===== src/common/flip_params.svh =====
//~~~~~~~~~~~~~~~~~~~~~~~~~~~~~~~~~~~~~~~~~~~~~~~~~~~~~~~~~~~~~~~~~~~~~~~~~~
// Flip loop sizes
// Spin width, slot count, energy width and icon memory depth
//~~~~~~~~~~~~~~~~~~~~~~~~~~~~~~~~~~~~~~~~~~~~~~~~~~~~~~~~~~~~~~~~~~~~~~~~~~
`ifndef FLIP_PARAMS_SVH
`define FLIP_PARAMS_SVH

// Spins per vector
`define FLIP_NUM_SPIN 16
// Spin slots held by the loop
`define FLIP_SPIN_DEPTH 2
// Signed energy width
`define FLIP_ENERGY_BIT 16
// Icon memory words and address width
`define FLIP_ICON_DEPTH 8
`define FLIP_ICON_ADDR_BIT 3

`endif


===== src/common/flip_pkg.sv =====
//~~~~~~~~~~~~~~~~~~~~~~~~~~~~~~~~~~~~~~~~~~~~~~~~~~~~~~~~~~~~~~~~~~~~~~~~~~
// Flip loop types
// Spin, energy, icon address and slot index types with derived sizes
//~~~~~~~~~~~~~~~~~~~~~~~~~~~~~~~~~~~~~~~~~~~~~~~~~~~~~~~~~~~~~~~~~~~~~~~~~~
`default_nettype none
`include "flip_params.svh"

package flip_pkg;

    localparam int SPIN_DEPTH = `FLIP_SPIN_DEPTH;
    localparam int ICON_DEPTH = `FLIP_ICON_DEPTH;
    localparam int ICON_ADDR_BIT = `FLIP_ICON_ADDR_BIT;
    // Slot index keeps at least one bit
    localparam int SLOT_BIT = (`FLIP_SPIN_DEPTH > 1) ? $clog2(`FLIP_SPIN_DEPTH) : 1;

    typedef logic [`FLIP_NUM_SPIN-1:0] spin_t;
    typedef logic signed [`FLIP_ENERGY_BIT-1:0] energy_t;
    // Extra bit lets the address reach the list end
    typedef logic [ICON_ADDR_BIT:0] icon_addr_t;
    typedef logic [SLOT_BIT-1:0] slot_t;

    localparam slot_t SLOT_LAST = slot_t'(`FLIP_SPIN_DEPTH - 1);
    localparam logic [SLOT_BIT:0] SLOT_COUNT = (SLOT_BIT + 1)'(`FLIP_SPIN_DEPTH);
    // Largest positive energy
    localparam energy_t ENERGY_MAX = {1'b0, {(`FLIP_ENERGY_BIT-1){1'b1}}};

endpackage

`default_nettype wire


===== src/flip_manager/energy_fifo_maintainer.sv =====
//~~~~~~~~~~~~~~~~~~~~~~~~~~~~~~~~~~~~~~~~~~~~~~~~~~~~~~~~~~~~~~~~~~~~~~~~~~
// Energy maintainer
// Keeps the best energy per slot and decides keep or replace per result
//~~~~~~~~~~~~~~~~~~~~~~~~~~~~~~~~~~~~~~~~~~~~~~~~~~~~~~~~~~~~~~~~~~~~~~~~~~
`timescale 1ns/1ns
`default_nettype none

module energy_fifo_maintainer (
    input  logic              clk_i,
    input  logic              rst_n_i,
    input  logic              en_i,
    input  logic              flush_i,
    input  logic              en_comparison_i,
    input  logic              energy_take_i,
    input  logic              energy_valid_i,
    output logic              energy_ready_o,
    input  flip_pkg::energy_t energy_i,
    input  flip_pkg::spin_t   spin_i,
    output logic              spin_valid_o,
    output flip_pkg::spin_t   spin_o,
    output logic              spin_push_none_o,
    input  logic              spin_ready_i
);
    flip_pkg::energy_t best_energy [flip_pkg::SPIN_DEPTH];
    flip_pkg::slot_t   slot_ptr;
    logic              energy_hs;
    logic              replace;

    // One-entry output register
    assign energy_ready_o = ~spin_valid_o | spin_ready_i;
    assign energy_hs = energy_valid_i & energy_ready_o & energy_take_i;
    // Only a strictly lower energy wins while comparing
    assign replace = ~en_comparison_i | (energy_i < best_energy[slot_ptr]);

    always_ff @(posedge clk_i or negedge rst_n_i) begin
        if (!rst_n_i) begin
            slot_ptr <= '0;
            spin_valid_o <= 1'b0;
            spin_push_none_o <= 1'b0;
            for (int i = 0; i < flip_pkg::SPIN_DEPTH; i++) begin
                best_energy[i] <= flip_pkg::ENERGY_MAX;
            end
        end else if (en_i) begin
            if (flush_i) begin
                slot_ptr <= '0;
                spin_valid_o <= 1'b0;
                spin_push_none_o <= 1'b0;
                for (int i = 0; i < flip_pkg::SPIN_DEPTH; i++) begin
                    best_energy[i] <= flip_pkg::ENERGY_MAX;
                end
            end else if (energy_hs) begin
                spin_valid_o <= 1'b1;
                spin_push_none_o <= ~replace;
                slot_ptr <= (slot_ptr == flip_pkg::SLOT_LAST) ? '0 : slot_ptr + 1'b1;
                if (replace) begin
                    best_energy[slot_ptr] <= energy_i;
                end
            end else if (spin_ready_i) begin
                spin_valid_o <= 1'b0;
            end
        end
    end

    always_ff @(posedge clk_i) begin
        if (en_i && energy_hs) begin
            spin_o <= spin_i;
        end
    end

endmodule

`default_nettype wire


===== src/flip_manager/flip_engine.sv =====
//~~~~~~~~~~~~~~~~~~~~~~~~~~~~~~~~~~~~~~~~~~~~~~~~~~~~~~~~~~~~~~~~~~~~~~~~~~
// Flip engine
// XORs popped spins with icon words and walks the icon address list
//~~~~~~~~~~~~~~~~~~~~~~~~~~~~~~~~~~~~~~~~~~~~~~~~~~~~~~~~~~~~~~~~~~~~~~~~~~
`timescale 1ns/1ns
`default_nettype none

module flip_engine (
    input  logic                 clk_i,
    input  logic                 rst_n_i,
    input  logic                 en_i,
    input  logic                 flush_i,
    input  logic                 cmpt_busy_i,
    input  logic                 flip_disable_i,
    input  logic                 prev_spin_valid_i,
    input  flip_pkg::spin_t      prev_spin_i,
    output logic                 prev_spin_ready_o,
    output logic                 flipped_spin_valid_o,
    output flip_pkg::spin_t      flipped_spin_o,
    input  logic                 flipped_spin_ready_i,
    output logic                 flip_ren_o,
    output flip_pkg::icon_addr_t flip_raddr_o,
    input  flip_pkg::spin_t      flip_rdata_i,
    input  flip_pkg::icon_addr_t icon_last_raddr_plus_one_i,
    output logic                 icon_finish_o
);
    flip_pkg::icon_addr_t raddr;
    flip_pkg::spin_t      stage_spin;
    logic                 stage_flip;
    logic                 stage_valid;
    logic                 accept;
    logic                 flip_now;

    assign icon_finish_o = cmpt_busy_i & (raddr == icon_last_raddr_plus_one_i);
    // Take a spin only when the stage is sure to move on next cycle
    assign prev_spin_ready_o = ~stage_valid & ~icon_finish_o
                               & (~flipped_spin_valid_o | flipped_spin_ready_i);
    assign accept = prev_spin_valid_i & prev_spin_ready_o;
    assign flip_now = cmpt_busy_i & ~flip_disable_i;
    assign flip_ren_o = accept & flip_now & en_i;
    assign flip_raddr_o = raddr;

    always_ff @(posedge clk_i or negedge rst_n_i) begin
        if (!rst_n_i) begin
            stage_valid <= 1'b0;
            flipped_spin_valid_o <= 1'b0;
            raddr <= '0;
        end else if (en_i) begin
            if (flush_i) begin
                stage_valid <= 1'b0;
                flipped_spin_valid_o <= 1'b0;
                raddr <= '0;
            end else begin
                stage_valid <= accept;
                if (stage_valid) begin
                    flipped_spin_valid_o <= 1'b1;
                end else if (flipped_spin_ready_i) begin
                    flipped_spin_valid_o <= 1'b0;
                end
                if (icon_finish_o) begin
                    raddr <= '0;
                end else if (accept && flip_now) begin
                    raddr <= raddr + 1'b1;
                end
            end
        end
    end

    // Icon word arrives while the spin waits in the stage
    always_ff @(posedge clk_i) begin
        if (en_i) begin
            if (accept) begin
                stage_spin <= prev_spin_i;
                stage_flip <= flip_now;
            end
            if (stage_valid) begin
                flipped_spin_o <= stage_flip ? (stage_spin ^ flip_rdata_i) : stage_spin;
            end
        end
    end

endmodule

`default_nettype wire


===== src/flip_manager/flip_manager.sv =====
//~~~~~~~~~~~~~~~~~~~~~~~~~~~~~~~~~~~~~~~~~~~~~~~~~~~~~~~~~~~~~~~~~~~~~~~~~~
// Flip manager
// Routes spin store pushes from host or energy path, runs the flip loop
//~~~~~~~~~~~~~~~~~~~~~~~~~~~~~~~~~~~~~~~~~~~~~~~~~~~~~~~~~~~~~~~~~~~~~~~~~~
`timescale 1ns/1ns
`default_nettype none

module flip_manager (
    input  logic                 clk_i,
    input  logic                 rst_n_i,
    input  logic                 en_i,
    input  logic                 flush_i,
    input  logic                 en_comparison_i,
    input  logic                 cmpt_en_i,
    output logic                 cmpt_idle_o,
    input  logic                 host_readout_i,
    input  logic                 flip_disable_i,
    input  logic                 spin_configure_valid_i,
    input  flip_pkg::spin_t      spin_configure_i,
    input  logic                 spin_configure_push_none_i,
    output logic                 spin_configure_ready_o,
    output logic                 spin_pop_valid_o,
    output flip_pkg::spin_t      spin_pop_o,
    input  logic                 spin_pop_ready_i,
    input  logic                 energy_valid_i,
    output logic                 energy_ready_o,
    input  flip_pkg::energy_t    energy_i,
    input  flip_pkg::spin_t      spin_i,
    output logic                 flip_ren_o,
    output flip_pkg::icon_addr_t flip_raddr_o,
    input  flip_pkg::spin_t      flip_rdata_i,
    input  flip_pkg::icon_addr_t icon_last_raddr_plus_one_i,
    output logic                 energy_fifo_update_o,
    output logic                 spin_fifo_update_o
);
    logic            cmpt_busy;
    logic            icon_finish;
    logic            push_valid;
    flip_pkg::spin_t push_spin;
    logic            push_none;
    logic            push_ready;
    logic            result_valid;
    flip_pkg::spin_t result_spin;
    logic            result_none;
    logic            store_pop_valid;
    flip_pkg::spin_t store_pop;
    logic            store_pop_ready;
    logic            energy_hs;
    logic            push_hs;

    assign cmpt_idle_o = ~cmpt_busy;
    assign spin_configure_ready_o = push_ready & cmpt_idle_o;

    // Energy results own the store while a run is busy
    assign push_valid = cmpt_busy ? result_valid : spin_configure_valid_i;
    assign push_spin = cmpt_busy ? result_spin : spin_configure_i;
    assign push_none = cmpt_busy ? result_none : spin_configure_push_none_i;

    assign energy_hs = energy_valid_i & energy_ready_o & cmpt_busy;
    assign push_hs = push_valid & push_ready;

    always_ff @(posedge clk_i or negedge rst_n_i) begin
        if (!rst_n_i) begin
            energy_fifo_update_o <= 1'b0;
            spin_fifo_update_o <= 1'b0;
        end else if (en_i) begin
            energy_fifo_update_o <= energy_hs & ~flush_i;
            spin_fifo_update_o <= push_hs & ~flush_i;
        end
    end

    energy_fifo_maintainer energy_fifo_maintainer_i (
        .clk_i            (clk_i),
        .rst_n_i          (rst_n_i),
        .en_i             (en_i),
        .flush_i          (flush_i),
        .en_comparison_i  (en_comparison_i),
        .energy_take_i    (cmpt_busy),
        .energy_valid_i   (energy_valid_i),
        .energy_ready_o   (energy_ready_o),
        .energy_i         (energy_i),
        .spin_i           (spin_i),
        .spin_valid_o     (result_valid),
        .spin_o           (result_spin),
        .spin_push_none_o (result_none),
        .spin_ready_i     (push_ready & cmpt_busy)
    );

    spin_fifo_maintainer spin_fifo_maintainer_i (
        .clk_i             (clk_i),
        .rst_n_i           (rst_n_i),
        .en_i              (en_i),
        .flush_i           (flush_i),
        .cmpt_en_i         (cmpt_en_i),
        .icon_finish_i     (icon_finish),
        .host_readout_i    (host_readout_i),
        .spin_push_valid_i (push_valid),
        .spin_push_i       (push_spin),
        .spin_push_none_i  (push_none),
        .spin_push_ready_o (push_ready),
        .spin_pop_valid_o  (store_pop_valid),
        .spin_pop_o        (store_pop),
        .spin_pop_ready_i  (store_pop_ready),
        .cmpt_busy_o       (cmpt_busy)
    );

    flip_engine flip_engine_i (
        .clk_i                      (clk_i),
        .rst_n_i                    (rst_n_i),
        .en_i                       (en_i),
        .flush_i                    (flush_i),
        .cmpt_busy_i                (cmpt_busy),
        .flip_disable_i             (flip_disable_i),
        .prev_spin_valid_i          (store_pop_valid),
        .prev_spin_i                (store_pop),
        .prev_spin_ready_o          (store_pop_ready),
        .flipped_spin_valid_o       (spin_pop_valid_o),
        .flipped_spin_o             (spin_pop_o),
        .flipped_spin_ready_i       (spin_pop_ready_i),
        .flip_ren_o                 (flip_ren_o),
        .flip_raddr_o               (flip_raddr_o),
        .flip_rdata_i               (flip_rdata_i),
        .icon_last_raddr_plus_one_i (icon_last_raddr_plus_one_i),
        .icon_finish_o              (icon_finish)
    );

endmodule

`default_nettype wire


===== src/flip_manager/spin_fifo_maintainer.sv =====
//~~~~~~~~~~~~~~~~~~~~~~~~~~~~~~~~~~~~~~~~~~~~~~~~~~~~~~~~~~~~~~~~~~~~~~~~~~
// Spin store
// Circular slot store with occupancy count and compute run control
//~~~~~~~~~~~~~~~~~~~~~~~~~~~~~~~~~~~~~~~~~~~~~~~~~~~~~~~~~~~~~~~~~~~~~~~~~~
`timescale 1ns/1ns
`default_nettype none

module spin_fifo_maintainer (
    input  logic            clk_i,
    input  logic            rst_n_i,
    input  logic            en_i,
    input  logic            flush_i,
    input  logic            cmpt_en_i,
    input  logic            icon_finish_i,
    input  logic            host_readout_i,
    input  logic            spin_push_valid_i,
    input  flip_pkg::spin_t spin_push_i,
    input  logic            spin_push_none_i,
    output logic            spin_push_ready_o,
    output logic            spin_pop_valid_o,
    output flip_pkg::spin_t spin_pop_o,
    input  logic            spin_pop_ready_i,
    output logic            cmpt_busy_o
);
    flip_pkg::spin_t             slots [flip_pkg::SPIN_DEPTH];
    flip_pkg::slot_t             wptr;
    flip_pkg::slot_t             rptr;
    logic [flip_pkg::SLOT_BIT:0] count;
    logic                        full;
    logic                        stop;
    logic                        push_hs;
    logic                        pop_hs;

    assign full = (count == flip_pkg::SLOT_COUNT);
    assign spin_push_ready_o = ~full;
    assign push_hs = spin_push_valid_i & spin_push_ready_o;
    // Pops pause after the icon list ends so the store can fill again
    assign spin_pop_valid_o = (count != '0) & ((cmpt_busy_o & ~stop) | host_readout_i);
    assign spin_pop_o = slots[rptr];
    assign pop_hs = spin_pop_valid_o & spin_pop_ready_i;

    always_ff @(posedge clk_i or negedge rst_n_i) begin
        if (!rst_n_i) begin
            wptr <= '0;
            rptr <= '0;
            count <= '0;
            cmpt_busy_o <= 1'b0;
            stop <= 1'b0;
        end else if (en_i) begin
            if (flush_i) begin
                wptr <= '0;
                rptr <= '0;
                count <= '0;
                cmpt_busy_o <= 1'b0;
                stop <= 1'b0;
            end else begin
                if (push_hs) begin
                    wptr <= (wptr == flip_pkg::SLOT_LAST) ? '0 : wptr + 1'b1;
                end
                if (pop_hs) begin
                    rptr <= (rptr == flip_pkg::SLOT_LAST) ? '0 : rptr + 1'b1;
                end
                if (push_hs && !pop_hs) begin
                    count <= count + 1'b1;
                end else if (pop_hs && !push_hs) begin
                    count <= count - 1'b1;
                end
                // Run starts from a full store and ends once it is full again
                if (!cmpt_busy_o) begin
                    cmpt_busy_o <= cmpt_en_i & full;
                end else if (stop && full) begin
                    cmpt_busy_o <= 1'b0;
                    stop <= 1'b0;
                end else if (icon_finish_i) begin
                    stop <= 1'b1;
                end
            end
        end
    end

    // push_none keeps the old slot contents
    always_ff @(posedge clk_i) begin
        if (en_i) begin
            if (flush_i) begin
                for (int i = 0; i < flip_pkg::SPIN_DEPTH; i++) begin
                    slots[i] <= '0;
                end
            end else if (push_hs && !spin_push_none_i) begin
                slots[wptr] <= spin_push_i;
            end
        end
    end

endmodule

`default_nettype wire


===== src/source/flip_icon_memory.sv =====
//~~~~~~~~~~~~~~~~~~~~~~~~~~~~~~~~~~~~~~~~~~~~~~~~~~~~~~~~~~~~~~~~~~~~~~~~~~
// Icon memory
// Host-written flip icon RAM with registered read data
//~~~~~~~~~~~~~~~~~~~~~~~~~~~~~~~~~~~~~~~~~~~~~~~~~~~~~~~~~~~~~~~~~~~~~~~~~~
`timescale 1ns/1ns
`default_nettype none

module flip_icon_memory (
    input  logic                 clk_i,
    input  logic                 icon_we_i,
    input  flip_pkg::icon_addr_t icon_waddr_i,
    input  flip_pkg::spin_t      icon_wdata_i,
    input  logic                 flip_ren_i,
    input  flip_pkg::icon_addr_t flip_raddr_i,
    output flip_pkg::spin_t      flip_rdata_o
);
    flip_pkg::spin_t icons [flip_pkg::ICON_DEPTH];

    // Top address bit only marks the list end
    always_ff @(posedge clk_i) begin
        if (icon_we_i) begin
            icons[icon_waddr_i[flip_pkg::ICON_ADDR_BIT-1:0]] <= icon_wdata_i;
        end
        if (flip_ren_i) begin
            flip_rdata_o <= icons[flip_raddr_i[flip_pkg::ICON_ADDR_BIT-1:0]];
        end
    end

endmodule

`default_nettype wire


===== src/source/flip_subsystem.sv =====
//~~~~~~~~~~~~~~~~~~~~~~~~~~~~~~~~~~~~~~~~~~~~~~~~~~~~~~~~~~~~~~~~~~~~~~~~~~
// Flip subsystem
// Spin-update loop of the annealer with its flip icon memory
//~~~~~~~~~~~~~~~~~~~~~~~~~~~~~~~~~~~~~~~~~~~~~~~~~~~~~~~~~~~~~~~~~~~~~~~~~~
`timescale 1ns/1ns
`default_nettype none

module flip_subsystem (
    input  logic                 clk_i,
    input  logic                 rst_n_i,
    input  logic                 en_i,
    input  logic                 flush_i,
    input  logic                 en_comparison_i,
    input  logic                 cmpt_en_i,
    output logic                 cmpt_idle_o,
    input  logic                 host_readout_i,
    input  logic                 flip_disable_i,
    input  logic                 spin_configure_valid_i,
    input  flip_pkg::spin_t      spin_configure_i,
    input  logic                 spin_configure_push_none_i,
    output logic                 spin_configure_ready_o,
    output logic                 spin_pop_valid_o,
    output flip_pkg::spin_t      spin_pop_o,
    input  logic                 spin_pop_ready_i,
    input  logic                 energy_valid_i,
    output logic                 energy_ready_o,
    input  flip_pkg::energy_t    energy_i,
    input  flip_pkg::spin_t      spin_i,
    input  logic                 icon_we_i,
    input  flip_pkg::icon_addr_t icon_waddr_i,
    input  flip_pkg::spin_t      icon_wdata_i,
    input  flip_pkg::icon_addr_t icon_last_raddr_plus_one_i,
    output logic                 energy_fifo_update_o,
    output logic                 spin_fifo_update_o
);
    logic                 flip_ren;
    flip_pkg::icon_addr_t flip_raddr;
    flip_pkg::spin_t      flip_rdata;

    flip_manager flip_manager_i (
        .clk_i                      (clk_i),
        .rst_n_i                    (rst_n_i),
        .en_i                       (en_i),
        .flush_i                    (flush_i),
        .en_comparison_i            (en_comparison_i),
        .cmpt_en_i                  (cmpt_en_i),
        .cmpt_idle_o                (cmpt_idle_o),
        .host_readout_i             (host_readout_i),
        .flip_disable_i             (flip_disable_i),
        .spin_configure_valid_i     (spin_configure_valid_i),
        .spin_configure_i           (spin_configure_i),
        .spin_configure_push_none_i (spin_configure_push_none_i),
        .spin_configure_ready_o     (spin_configure_ready_o),
        .spin_pop_valid_o           (spin_pop_valid_o),
        .spin_pop_o                 (spin_pop_o),
        .spin_pop_ready_i           (spin_pop_ready_i),
        .energy_valid_i             (energy_valid_i),
        .energy_ready_o             (energy_ready_o),
        .energy_i                   (energy_i),
        .spin_i                     (spin_i),
        .flip_ren_o                 (flip_ren),
        .flip_raddr_o               (flip_raddr),
        .flip_rdata_i               (flip_rdata),
        .icon_last_raddr_plus_one_i (icon_last_raddr_plus_one_i),
        .energy_fifo_update_o       (energy_fifo_update_o),
        .spin_fifo_update_o         (spin_fifo_update_o)
    );

    flip_icon_memory flip_icon_memory_i (
        .clk_i        (clk_i),
        .icon_we_i    (icon_we_i),
        .icon_waddr_i (icon_waddr_i),
        .icon_wdata_i (icon_wdata_i),
        .flip_ren_i   (flip_ren),
        .flip_raddr_i (flip_raddr),
        .flip_rdata_o (flip_rdata)
    );

endmodule

`default_nettype wire


===== config.mk =====
export PLATFORM = sky130hd
export DESIGN_NAME = flip_subsystem
export DESIGN_NICKNAME = d
export VERILOG_FILES = /design/src/common/flip_pkg.sv /design/src/flip_manager/energy_fifo_maintainer.sv /design/src/flip_manager/flip_engine.sv /design/src/flip_manager/flip_manager.sv /design/src/flip_manager/spin_fifo_maintainer.sv /design/src/source/flip_icon_memory.sv /design/src/source/flip_subsystem.sv
export VERILOG_INCLUDE_DIRS = /design/src /design/src/common
export SDC_FILE = /design/constraint.sdc
export NUM_CORES = 1
export LEC_CHECK = 0
export BUFFER_PORTS_ARGS = -buffer_cell sky130_fd_sc_hd__buf_4
export CORE_AREA = 2 2 159 130
export CTS_CLUSTER_DIAMETER = 40
export DETAILED_ROUTE_END_ITERATION = 10
export DIE_AREA = 0 0 161 132
export GPL_TIMING_DRIVEN = 0
export HOLD_SLACK_MARGIN = 0.05
export PLACE_DENSITY_LB_ADDON = 0.3
export RECOVER_POWER = 50
export SLEW_MARGIN = 10
export SYNTH_ARGS = -nofsm -noshare
export SYNTH_HDL_FRONTEND = slang
export SYNTH_SLANG_ARGS = --single-unit

===== constraint.sdc =====
create_clock -name clk_i -period 4.55 [get_ports clk_i]
set_input_delay 0.91 -clock clk_i [delete_from_list [all_inputs] [get_ports clk_i]]
set_output_delay 0.91 -clock clk_i [all_outputs]
set_load 0.05 [all_outputs]

; ---- Yosys cells after proc, flatten, opt, wreduce, memory -nomap -nowiden
; Memories as Yosys holds them, arrays and structs flattened. A register that Yosys moved wholly into a read port is not among the register bits.
; Index checks and enable logic that the tools add are counted.
[totals]
regBits = 82
latchBits = 0
ram_bits = 160
mem_bits_ro = 0
input_bits = 85
out_inout_bits = 22
word_cells = 154
memories = 2
[mem_list]
columns = memory, depth, width, read_ports, rd_clocked_by_memory_dff, wr, line_no
row1 = flip_icon_memory_i.icons, 8, 16, 1, 1, 1, flip_icon_memory.sv:17  ; flip_pkg::spin_t icons [flip_pkg::ICON_DEPTH];
row2 = flip_manager_i.spin_fifo_maintainer_i.slots, 2, 16, 1, 1, 2, spin_fifo_maintainer.sv:25  ; flip_pkg::spin_t slots [flip_pkg::SPIN_DEPTH];
[op_classes]
n_addsub = 6
mul = 0
n_div = 0
magnitude_cmp = 3
n_eq_ne = 2
shifts = 0
muxes = 56
bitwise = 34
reduce_logical = 33
[op_table]
columns = cell, count
row1 = two-way mux 16 bit, 7
row2 = two-way mux 32 bit, 3
row3 = two-way mux 1 bit, 38
row4 = bitwise mux 32 bit, 1
row5 = AND reduction 2 bit, 9
row6 = bitwise AND 1 bit, 17
row7 = demux 16 bit (select 1 bit), 1
row8 = < comparator 16 bit, 1
row9 = OR reduction 16 bit, 1
row10 = XOR 16 bit, 1
row11 = nonzero test 3 bit, 5
row12 = two-way mux 4 bit, 3
row13 = nonzero test 2 bit, 6
row14 = inverter 1 bit, 11
row15 = logical AND 1 bit, 7
row16 = two-way mux 2 bit, 3
row17 = AND reduction 3 bit, 2
row18 = adder 4 x 1 -> 4 bit (second input constant), 1
row19 = == test 4 bit, 1
row20 = bitwise OR 1 bit, 4
row21 = adder 1 bit (second input constant), 3
row22 = logical NOT 1 bit, 3
row23 = adder 2 x 1 -> 2 bit (second input constant), 1
row24 = == test 2 bit (second input constant), 1
row25 = 4 further kinds, 4

; ---- Longest topological paths before layout
; Gate-level depths: netlist of the first run.
[logic_depth]
depth_word = 10
depth_mapped = 11
depth_no_buf = 7

; ---- Cells and area by module
; A second synthesis of the first run with hierarchy kept.
[hier_totals]
hier_cells = 711
area_unflattened_um2 = 11831.3
[by_module_without_submodules]
columns = module, instances, cells_each, area_each_um2
row1 = flip_icon_memory, 1, 214, 5454.0
row2 = energy_fifo_maintainer, 1, 222, 2593.7
row3 = spin_fifo_maintainer, 1, 133, 1833.0
row4 = flip_engine, 1, 112, 1621.6
row5 = flip_manager, 1, 30, 329.1

; ---- Worst setup path before layout of the first run
; OpenSTA, ideal clock, no wires.
[synth_path]
path_type = flip-flop to flip-flop
from = register flip_manager_i.energy_fifo_maintainer_i.slot_ptr
to = register flip_manager_i.energy_fifo_maintainer_i.best_energy[15] (netlist name)
setup_time_ps = 124
arrival_ps = 3086
required_ps = 4426
path_slack_ps = 1340
stages_incl_launch_ff = 12
path_buffers = 4
period_less_slack_ps = 3210
cell_sequence = dfrtp_1 > buf_1 > clkbuf_1 > mux2i_1 > ha_1 > a211oi_2 > nor2_1 > or3_1 > buf_2 > a21o_4 > buf_6 > a211o_1
[synth_between]
elab_chain_len = 9
word_cells_on_any_way = 17
classes_between = order compare (3) / mux (9) / bitwise (2) / reduce/logical (3)
[synth_rtl]
columns = item, line_no
row1 = from (decl), energy_fifo_maintainer.sv:25  ; flip_pkg::slot_t slot_ptr;
row2 = from (signal assigned), energy_fifo_maintainer.sv:54  ; slot_ptr <= (slot_ptr == flip_pkg::SLOT_LAST) ? '0 : slot_ptr + 1'b1;
row3 = inverter 1 -> 2 bit (not written as such) (*), "energy_fifo_maintainer.sv:33, energy_fifo_maintainer.sv:56"
row4 = branches (longest 8 deep; another with < comparator 16 bit), --
row5 = "to (signal, indexed assignment)", energy_fifo_maintainer.sv:41  ; best_energy[i] <= flip_pkg::ENERGY_MAX;
row6 = "to (signal, indexed assignment)", energy_fifo_maintainer.sv:49  ; best_energy[i] <= flip_pkg::ENERGY_MAX;
row7 = "to (signal, indexed assignment)", energy_fifo_maintainer.sv:56  ; best_energy[slot_ptr] <= energy_i;
row8 = to (decl), energy_fifo_maintainer.sv:24  ; flip_pkg::energy_t best_energy [flip_pkg::SPIN_DEPTH];
; Every way passes the cells marked *. The select of a mux whose other input is x is not followed.
; A chain may end at the register's enable or synchronous reset.

; ---- Worst setup path after layout of the first run
[layout_path]
from = register flip_manager_i.energy_fifo_maintainer_i.slot_ptr
to = register flip_manager_i.energy_fifo_maintainer_i.best_energy[11] (netlist name)
; The elaborated chain is that of the path after synthesis.

==> results.toml, run 1 <==
[critical_path]
crit_required_ps = 4990
list_of_cells_traversed_by_the_critical_path = "buf_1 -> clkbuf_1 -> mux2i_1 -> ha_1 -> a211oi_2 -> nor2_1 -> or3_1 -> buf_2 -> a211oi_4 -> buf_4 -> o32a_1"
worst-endpoint-arrival_ps = 4220
crit_path_top_delay_cell = "clkbuf_1"
critPathTopFamily = "buffers and inverters"
critPathMaxStageDelay_ps = 680
crit_path_start_kind = "flip-flop"
setup.worst_path.end_class = "flip-flop"
critical_path.max_fanout = 10
criticalPathCategory = "flip-flop to flip-flop"
worstPathBufferInverterCount = 4

[synth]
edff_count_synth = 225
synth_area_um2 = 11400
synth_cell_type_count = 58
synth_seq_area_share_pct = 70.1
syn_avg_cell_area_um2 = 17.0
async_reset_ff_share_pct = 17.9
postSynthRegisterBits = 274
synth_nets = 773
synth_warnings = 0
dominantRegCellSynth = "edfxtp_1"
netlist_instances = 672

[detailed_routing]
routed_wire_length_per_instance_um = 22.2
drtAntennaViolNets = 0
route.detailed.drc = 0
routed_wirelength_um = 24700
count_of_routing_violations_after_the_opening_detailed_route_iteration = 587
dr_total_vias = 6654
detail_route.vias_per_cell = 5.99
drtPass1Iterations = 5

[sta]
tightestPinTransition_ps = 2640
report.final.setup_viol = 0
fmax_mhz = 265
timing.max_slew.rel_slack_pct = -75.7
setup_total_negative_slack_ps = 0
timing_hold_violations_final = 0
rsz0062_at_grt = "false"
clock-skew-final_ps = 13.5
drv_slew = 50
holdWs_ps = 484
period_needed_ps = 3780
fin_crit_sh_pct = 83.1

[global_routing]
grt_util_all_layers_pct = 23.6
grt_start_max_net_pins = 50
grt_antenna_before_repair = 0
grt.overflow.total = 0
first_global_vias = 6860
global_route_wire_length_before_repair_um = 38200

[die]
rows = 46
start_util_pct = 58.5
die_x_um = 161
dieHeight_um = 132
top_level_ports = 107
core-area_um2 = 19600
die_area_um2 = 21300

[placed_design]
place.detailed.hpwl_um = 16100
dpl_cell_area_um2 = 12700
gp_routability_congestion = 0.826
io_buffers = 105
post-place-cells = 1051

[power_and_ir_drop]
p_sw_share_pct = 24.6
leak_nw = 4.76
pwr_density_cell_nw_per_um2 = 483
overall_power_mw = 6.63
switching_power_mw = 1.63
intPower_mw = 5.00
pwr-share-comb_pct = 13.3
power.share.sequential_pct = 46.0
power.clock.fraction_pct = 40.7
ir_drop_uv = 323

[clock_network]
root_cell_of_the_clock_tree = "clkbuf_16"
clock-sinks = 274
cts_setup_buffers = 0
clock_latency_ps = 500
max-clock-path-buffers = 3
cts_buffers = 34
clkTransAtPathRegs_ps = 60
htree_num_levels = 2
cts_hold_repair.buffers = 0
tritoncts = "done"
post_cts_resized = 0

[final_layout]
multiInputGateArea_um2 = 3220
n_antenna_cell = 0
final_net_count = 924
final_std_cell_area_no_fill_um2 = 13700
final-instance-count-excl-fill = 1110
layout.area.seq_um2 = 8020
fillCellCount = 1242
syn2layout_area_growth_pct = 20.0
drive_gt1_share_pct = 31.6

[outcome]
violated_checks = "max-capacitance violations, max-slew violations"
run_status = "complete, but fails checks"

[run]
drv.max_cap_violation_count = 1

[hold_path]
hold_class = "flip-flop to flip-flop"
## cell usage after synthesis, types with 3 or more instances
cell	instances	area, um^2
a2111oi_0	3	26.3
a211oi_1	5	37.5
a21oi_1	4	20.0
and2_1	3	18.8
buf_1	4	15.0
buf_2	7	35.0
buf_4	3	22.5
buf_6	3	33.8
clkbuf_1	19	71.3
dfrtp_1	19	475
dfstp_2	30	788
edfxtp_1	225	6760
ha_1	16	200
inv_1	10	37.5
mux2_2	33	372
mux2i_1	36	360
mux4_2	32	721
nand2_1	28	105
nand2b_1	9	56.3
nand3_1	4	20.0
nand4_1	5	31.3
nand4b_1	3	26.3
nor2_1	62	233
nor2b_1	5	31.3
nor3_1	7	35.0
o21a_1	3	22.5
o21ai_0	6	30.0
o2bb2ai_1	5	43.8
o32a_1	28	280
or2_2	4	25.0
xnor2_1	19	166
## final cells by class
class / instances / area share [%]
buffer: 36 / 1.28
timing repair buffer: 115 / 5.88
clock buffer: 42 / 6.64
clock inverter: 17 / 1.66
inverter: 10 / 0.273
sequential: 274 / 58.4
tap: 264 / 2.41
multi-input combinational: 352 / 23.5
## final timing paths
check                      cells after the start                                              from                                       end  slack [ps]
min                                            2                                         flip-flop                                 flip-flop         480
min reg2reg                                    2                                         flip-flop                                 flip-flop         480
min in group asynchronous                      1                                           rst_n_i                asynchronous set/reset pin        1250
max reg2reg                                   11  flip_manager_i.energy_fifo_maintainer_i.slot_ptr                                 flip-flop         770
max                                           11  flip_manager_i.energy_fifo_maintainer_i.slot_ptr                                 flip-flop         770
max in group asynchronous                      1                                           rst_n_i  flip_manager_i.flip_engine_i.stage_valid        1810
## cells in the final DEF (no fill, tap or decap), types with 18 or more instances in the layout
cell type	Yosys	layout
edfxtp_1	225	225
dfstp_2	30	30
nor2_1	62	60
xnor2_1	19	19
clkbuf_1	19	50
mux4_2	32	32
clkbuf_16	0	35
clkbuf_4	0	18
buf_4	3	73
nand2_1	28	28
mux2i_1	36	36
mux2_2	33	33
dfrtp_1	19	19
o32a_1	28	28
## flip-flops by register name, indices dropped and copies added (netlist names), 2 cells and up
register / count
flip_icon_memory_i.icons: 128
flip_icon_memory_i.flip_rdata_o: 16
flip_manager_i.energy_fifo_maintainer_i.spin_o: 16
flip_manager_i.energy_fifo_maintainer_i.best_energy: 32
flip_manager_i.spin_fifo_maintainer_i.count: 2
flip_manager_i.flip_engine_i.flipped_spin_o: 16
flip_manager_i.flip_engine_i.flip_raddr_o: 4
flip_manager_i.spin_fifo_maintainer_i.slots: 32
flip_manager_i.flip_engine_i.stage_spin: 16
## metal layers
layer	part of all wire, %	GRT usage [%]	vias to the layer above
met5	0	0	-
met2	50	38.7	269
met3	5.9	4.03	51
met1	42	32.5	3397
met4	2.6	8.04	0
li1	-	-	2937
## power by group through the flow
stage | combinational [mW] | clock (mW) | sequential (mW)
2_1_floorplan | 0.566 | 0 | 3.11
3_3_place_gp | 0.839 | 0 | 3.08
3_5_place_dp | 0.879 | 0 | 3.10
4_1_cts | 0.896 | 2.73 | 3.05
5_1_grt | 0.956 | 2.83 | 3.07
6_report | 0.885 | 2.70 | 3.05
## metrics by stage
stage                     util (%)  worst slack (ps)
after global placement        64.2               864
final                         70.2               770
after floorplan                  -              1340
after detailed placement      65.0               824
after CTS                     70.9               789
after global routing          70.2               516
## kinds of logic (layout without fill, tap and decap cells)
family,Yosys count,after routing,share of synthesized area (%)
flops,274,274,70.1
simple gates,136,136,5.48
mux,102,102,12.8
compound gates,78,78,6.52
buf+inv,46,220,1.88
xor+xnor,20,20,1.53
fa+ha+maj,16,16,1.75
## worst register-to-register path, stage by stage (launching register included)
cell and delay, ps:
dfrtp_1 380, buf_1 530, clkbuf_1 680, mux2i_1 270
ha_1 270, a211oi_2 170, nor2_1 90, or3_1 340
buf_2 190, a211oi_4 350, buf_4 250, o32a_1 180
(Power assumes the default switching activity.)
==> run 2: changes to the inputs <==
--- a/config.mk
+++ b/config.mk
@@ -7,10 +7,10 @@
 export NUM_CORES = 1
 export LEC_CHECK = 0
 export BUFFER_PORTS_ARGS = -buffer_cell sky130_fd_sc_hd__buf_4
-export CORE_AREA = 2 2 159 130
+export CORE_AREA = 2 2 168 137
 export CTS_CLUSTER_DIAMETER = 40
 export DETAILED_ROUTE_END_ITERATION = 10
-export DIE_AREA = 0 0 161 132
+export DIE_AREA = 0 0 170 139
 export GPL_TIMING_DRIVEN = 0
 export HOLD_SLACK_MARGIN = 0.05
 export PLACE_DENSITY_LB_ADDON = 0.3
==> constraint.sdc (replaced) <==
create_clock -name clk_i -period 3.42 [get_ports clk_i]
set_input_delay 0.684 -clock clk_i [delete_from_list [all_inputs] [get_ports clk_i]]
set_output_delay 0.684 -clock clk_i [all_outputs]
set_load 0.05 [all_outputs]
==> results.toml, run 2 (synthesis results as in run 1) <==
[outcome]
run_status = "complete, but fails checks"
violated_checks = "max-capacitance violations, max-slew violations"

[hold_path]
hold_path.startpoint = "spin_i[12]"
hold_class = "primary input to flip-flop"

[detailed_routing]
routed_wirelength_um = 23700
drtAntennaViolNets = 0
detail_route.vias_per_cell = 5.74
dr_total_vias = 6456
route.detailed.drc = 0
routed_wire_length_per_instance_um = 21.1
count_of_routing_violations_after_the_opening_detailed_route_iteration = 607
drtPass1Iterations = 5

[die]
top_level_ports = 107
core-area_um2 = 22100
dieHeight_um = 139
die_x_um = 170
die_area_um2 = 23600
rows = 49
start_util_pct = 51.9

[clock_network]
cts_hold_repair.buffers = 0
htree_num_levels = 1
root_cell_of_the_clock_tree = "clkbuf_16"
max-clock-path-buffers = 3
post_cts_resized = 1
cts_setup_buffers = 0
tritoncts = "done"
clock_latency_ps = 560
clock-sinks = 274
clkTransAtPathRegs_ps = 60
cts_buffers = 31

[global_routing]
grt_util_all_layers_pct = 20.3
first_global_vias = 6614
grt.overflow.total = 0
global_route_wire_length_before_repair_um = 36600
grt_antenna_before_repair = 1
grt_start_max_net_pins = 50

[sta]
rsz0062_at_grt = "false"
report.final.setup_viol = 0
setup_total_negative_slack_ps = 0
fmax_mhz = 320
clock-skew-final_ps = 25.8
tightestPinTransition_ps = 2690
timing.max_slew.rel_slack_pct = -79.4
drv_slew = 50
timing_hold_violations_final = 0
fin_crit_sh_pct = 91.3
setup_ws_ps = 297
period_needed_ps = 3120

[final_layout]
fillCellCount = 1622
number_of_flip_flops_in_the_largest_register = 128
layout.cells.most_common = "edfxtp_1"
n_antenna_cell = 0
syn2layout_area_growth_pct = 19.5
layout.cells.most_common_list = "edfxtp_1, buf_4, nor2_1, clkbuf_1, mux2i_1"
drive_gt1_share_pct = 32.1
final_net_count = 920
final_std_cell_area_no_fill_um2 = 13700
final_util_pct = 62.0

[critical_path]
worst_r2r_startpoint = "flip_manager_i.energy_fifo_maintainer_i.slot_ptr"
crit_path_start_kind = "flip-flop"
worst_setup_path_startpoint = "flip_manager_i.energy_fifo_maintainer_i.slot_ptr"
setup.worst_path.end_class = "flip-flop"
criticalPathCategory = "flip-flop to flip-flop"
critical_path.max_fanout = 13
worst-endpoint-arrival_ps = 3600
crit_required_ps = 3900

[power_and_ir_drop]
ir_drop_uv = 481
pwr-share-comb_pct = 13.3
overall_power_mw = 8.58
power.clock.fraction_pct = 39.3
pwr_density_cell_nw_per_um2 = 627
power.share.sequential_pct = 47.3
switching_power_mw = 2.15
leak_nw = 4.74
intPower_mw = 6.43
p_sw_share_pct = 25.1

[placed_design]
placement.setup.worst_slack_ps = -367
place.detailed.hpwl_um = 16500
gp_routability_congestion = 0.805
dpl_cell_area_um2 = 12700
io_buffers = 105

[run]
drv.max_cap_violation_count = 1
run 2: cell types whose count changed in the layout (fill, tap and decap cells not counted), sizes merged:
cell      delta
inv          +3
clkbuf      -10
clkinv       +6
clkinvlp     -1
run 2: layer usage:
metal	share of wire [%]	wire (um)	vias up	global-route usage, %
li1	-	-	2945	-
met1	46	10800	3282	30.3
met2	47	11100	193	31.7
met3	5.6	1320	34	3.28
met4	1.7	407	2	4.50
met5	0.038	9	-	0
run 2: cell type report:
type	instances	area (um^2)	share of cell area, %
Multi-Input combinational cell	352	3220	23.6
Sequential cell	274	8020	58.6
Buffer	35	174	1.27
Clock buffer	33	783	5.73
Timing Repair Buffer	115	800	5.85
Clock inverter	25	289	2.11
Tap cell	280	350	2.56
Inverter	10	37.5	0.274
run 2: power by group through the flow:
stage	Clock (mW)	Sequential, mW	Combinational, mW
final	3.38	4.06	1.14
after global routing	3.56	4.08	1.25
after CTS	3.43	4.06	1.17
after detailed placement	0	4.12	1.17
after global placement	0	4.11	1.12
after floorplan	0	4.14	0.753
run 2: critical path, cell delays in order, from the launching register on:
cell and delay [ps]:
dfrtp_2 570, clkbuf_2 400, mux2i_1 240, ha_1 270
a211oi_2 180, nor2_1 90, or3_1 350, buf_2 190
a211oi_4 330, buf_4 260, o32a_1 180
run 2: final timing paths:
check,to,slack (ps),depth (start not counted)
max,flip-flop,300,10
min,flip_manager_i.energy_fifo_maintainer_i.spin_o[12],320,1
max reg2reg,flip-flop,300,10
min reg2reg,flip-flop,480,2
max in group asynchronous,flip_manager_i.energy_fifo_maintainer_i.slot_ptr,690,1
min in group asynchronous,flip_manager_i.spin_fifo_maintainer_i.rptr,1000,1
run 2: metrics by stage:
step | cells | hold slack, ps
after floorplan | 672 | 388
after global placement | 1057 | 466
after detailed placement | 1066 | 471
after CTS | 1123 | 159
after global routing | 1124 | 303
final | 1124 | 320
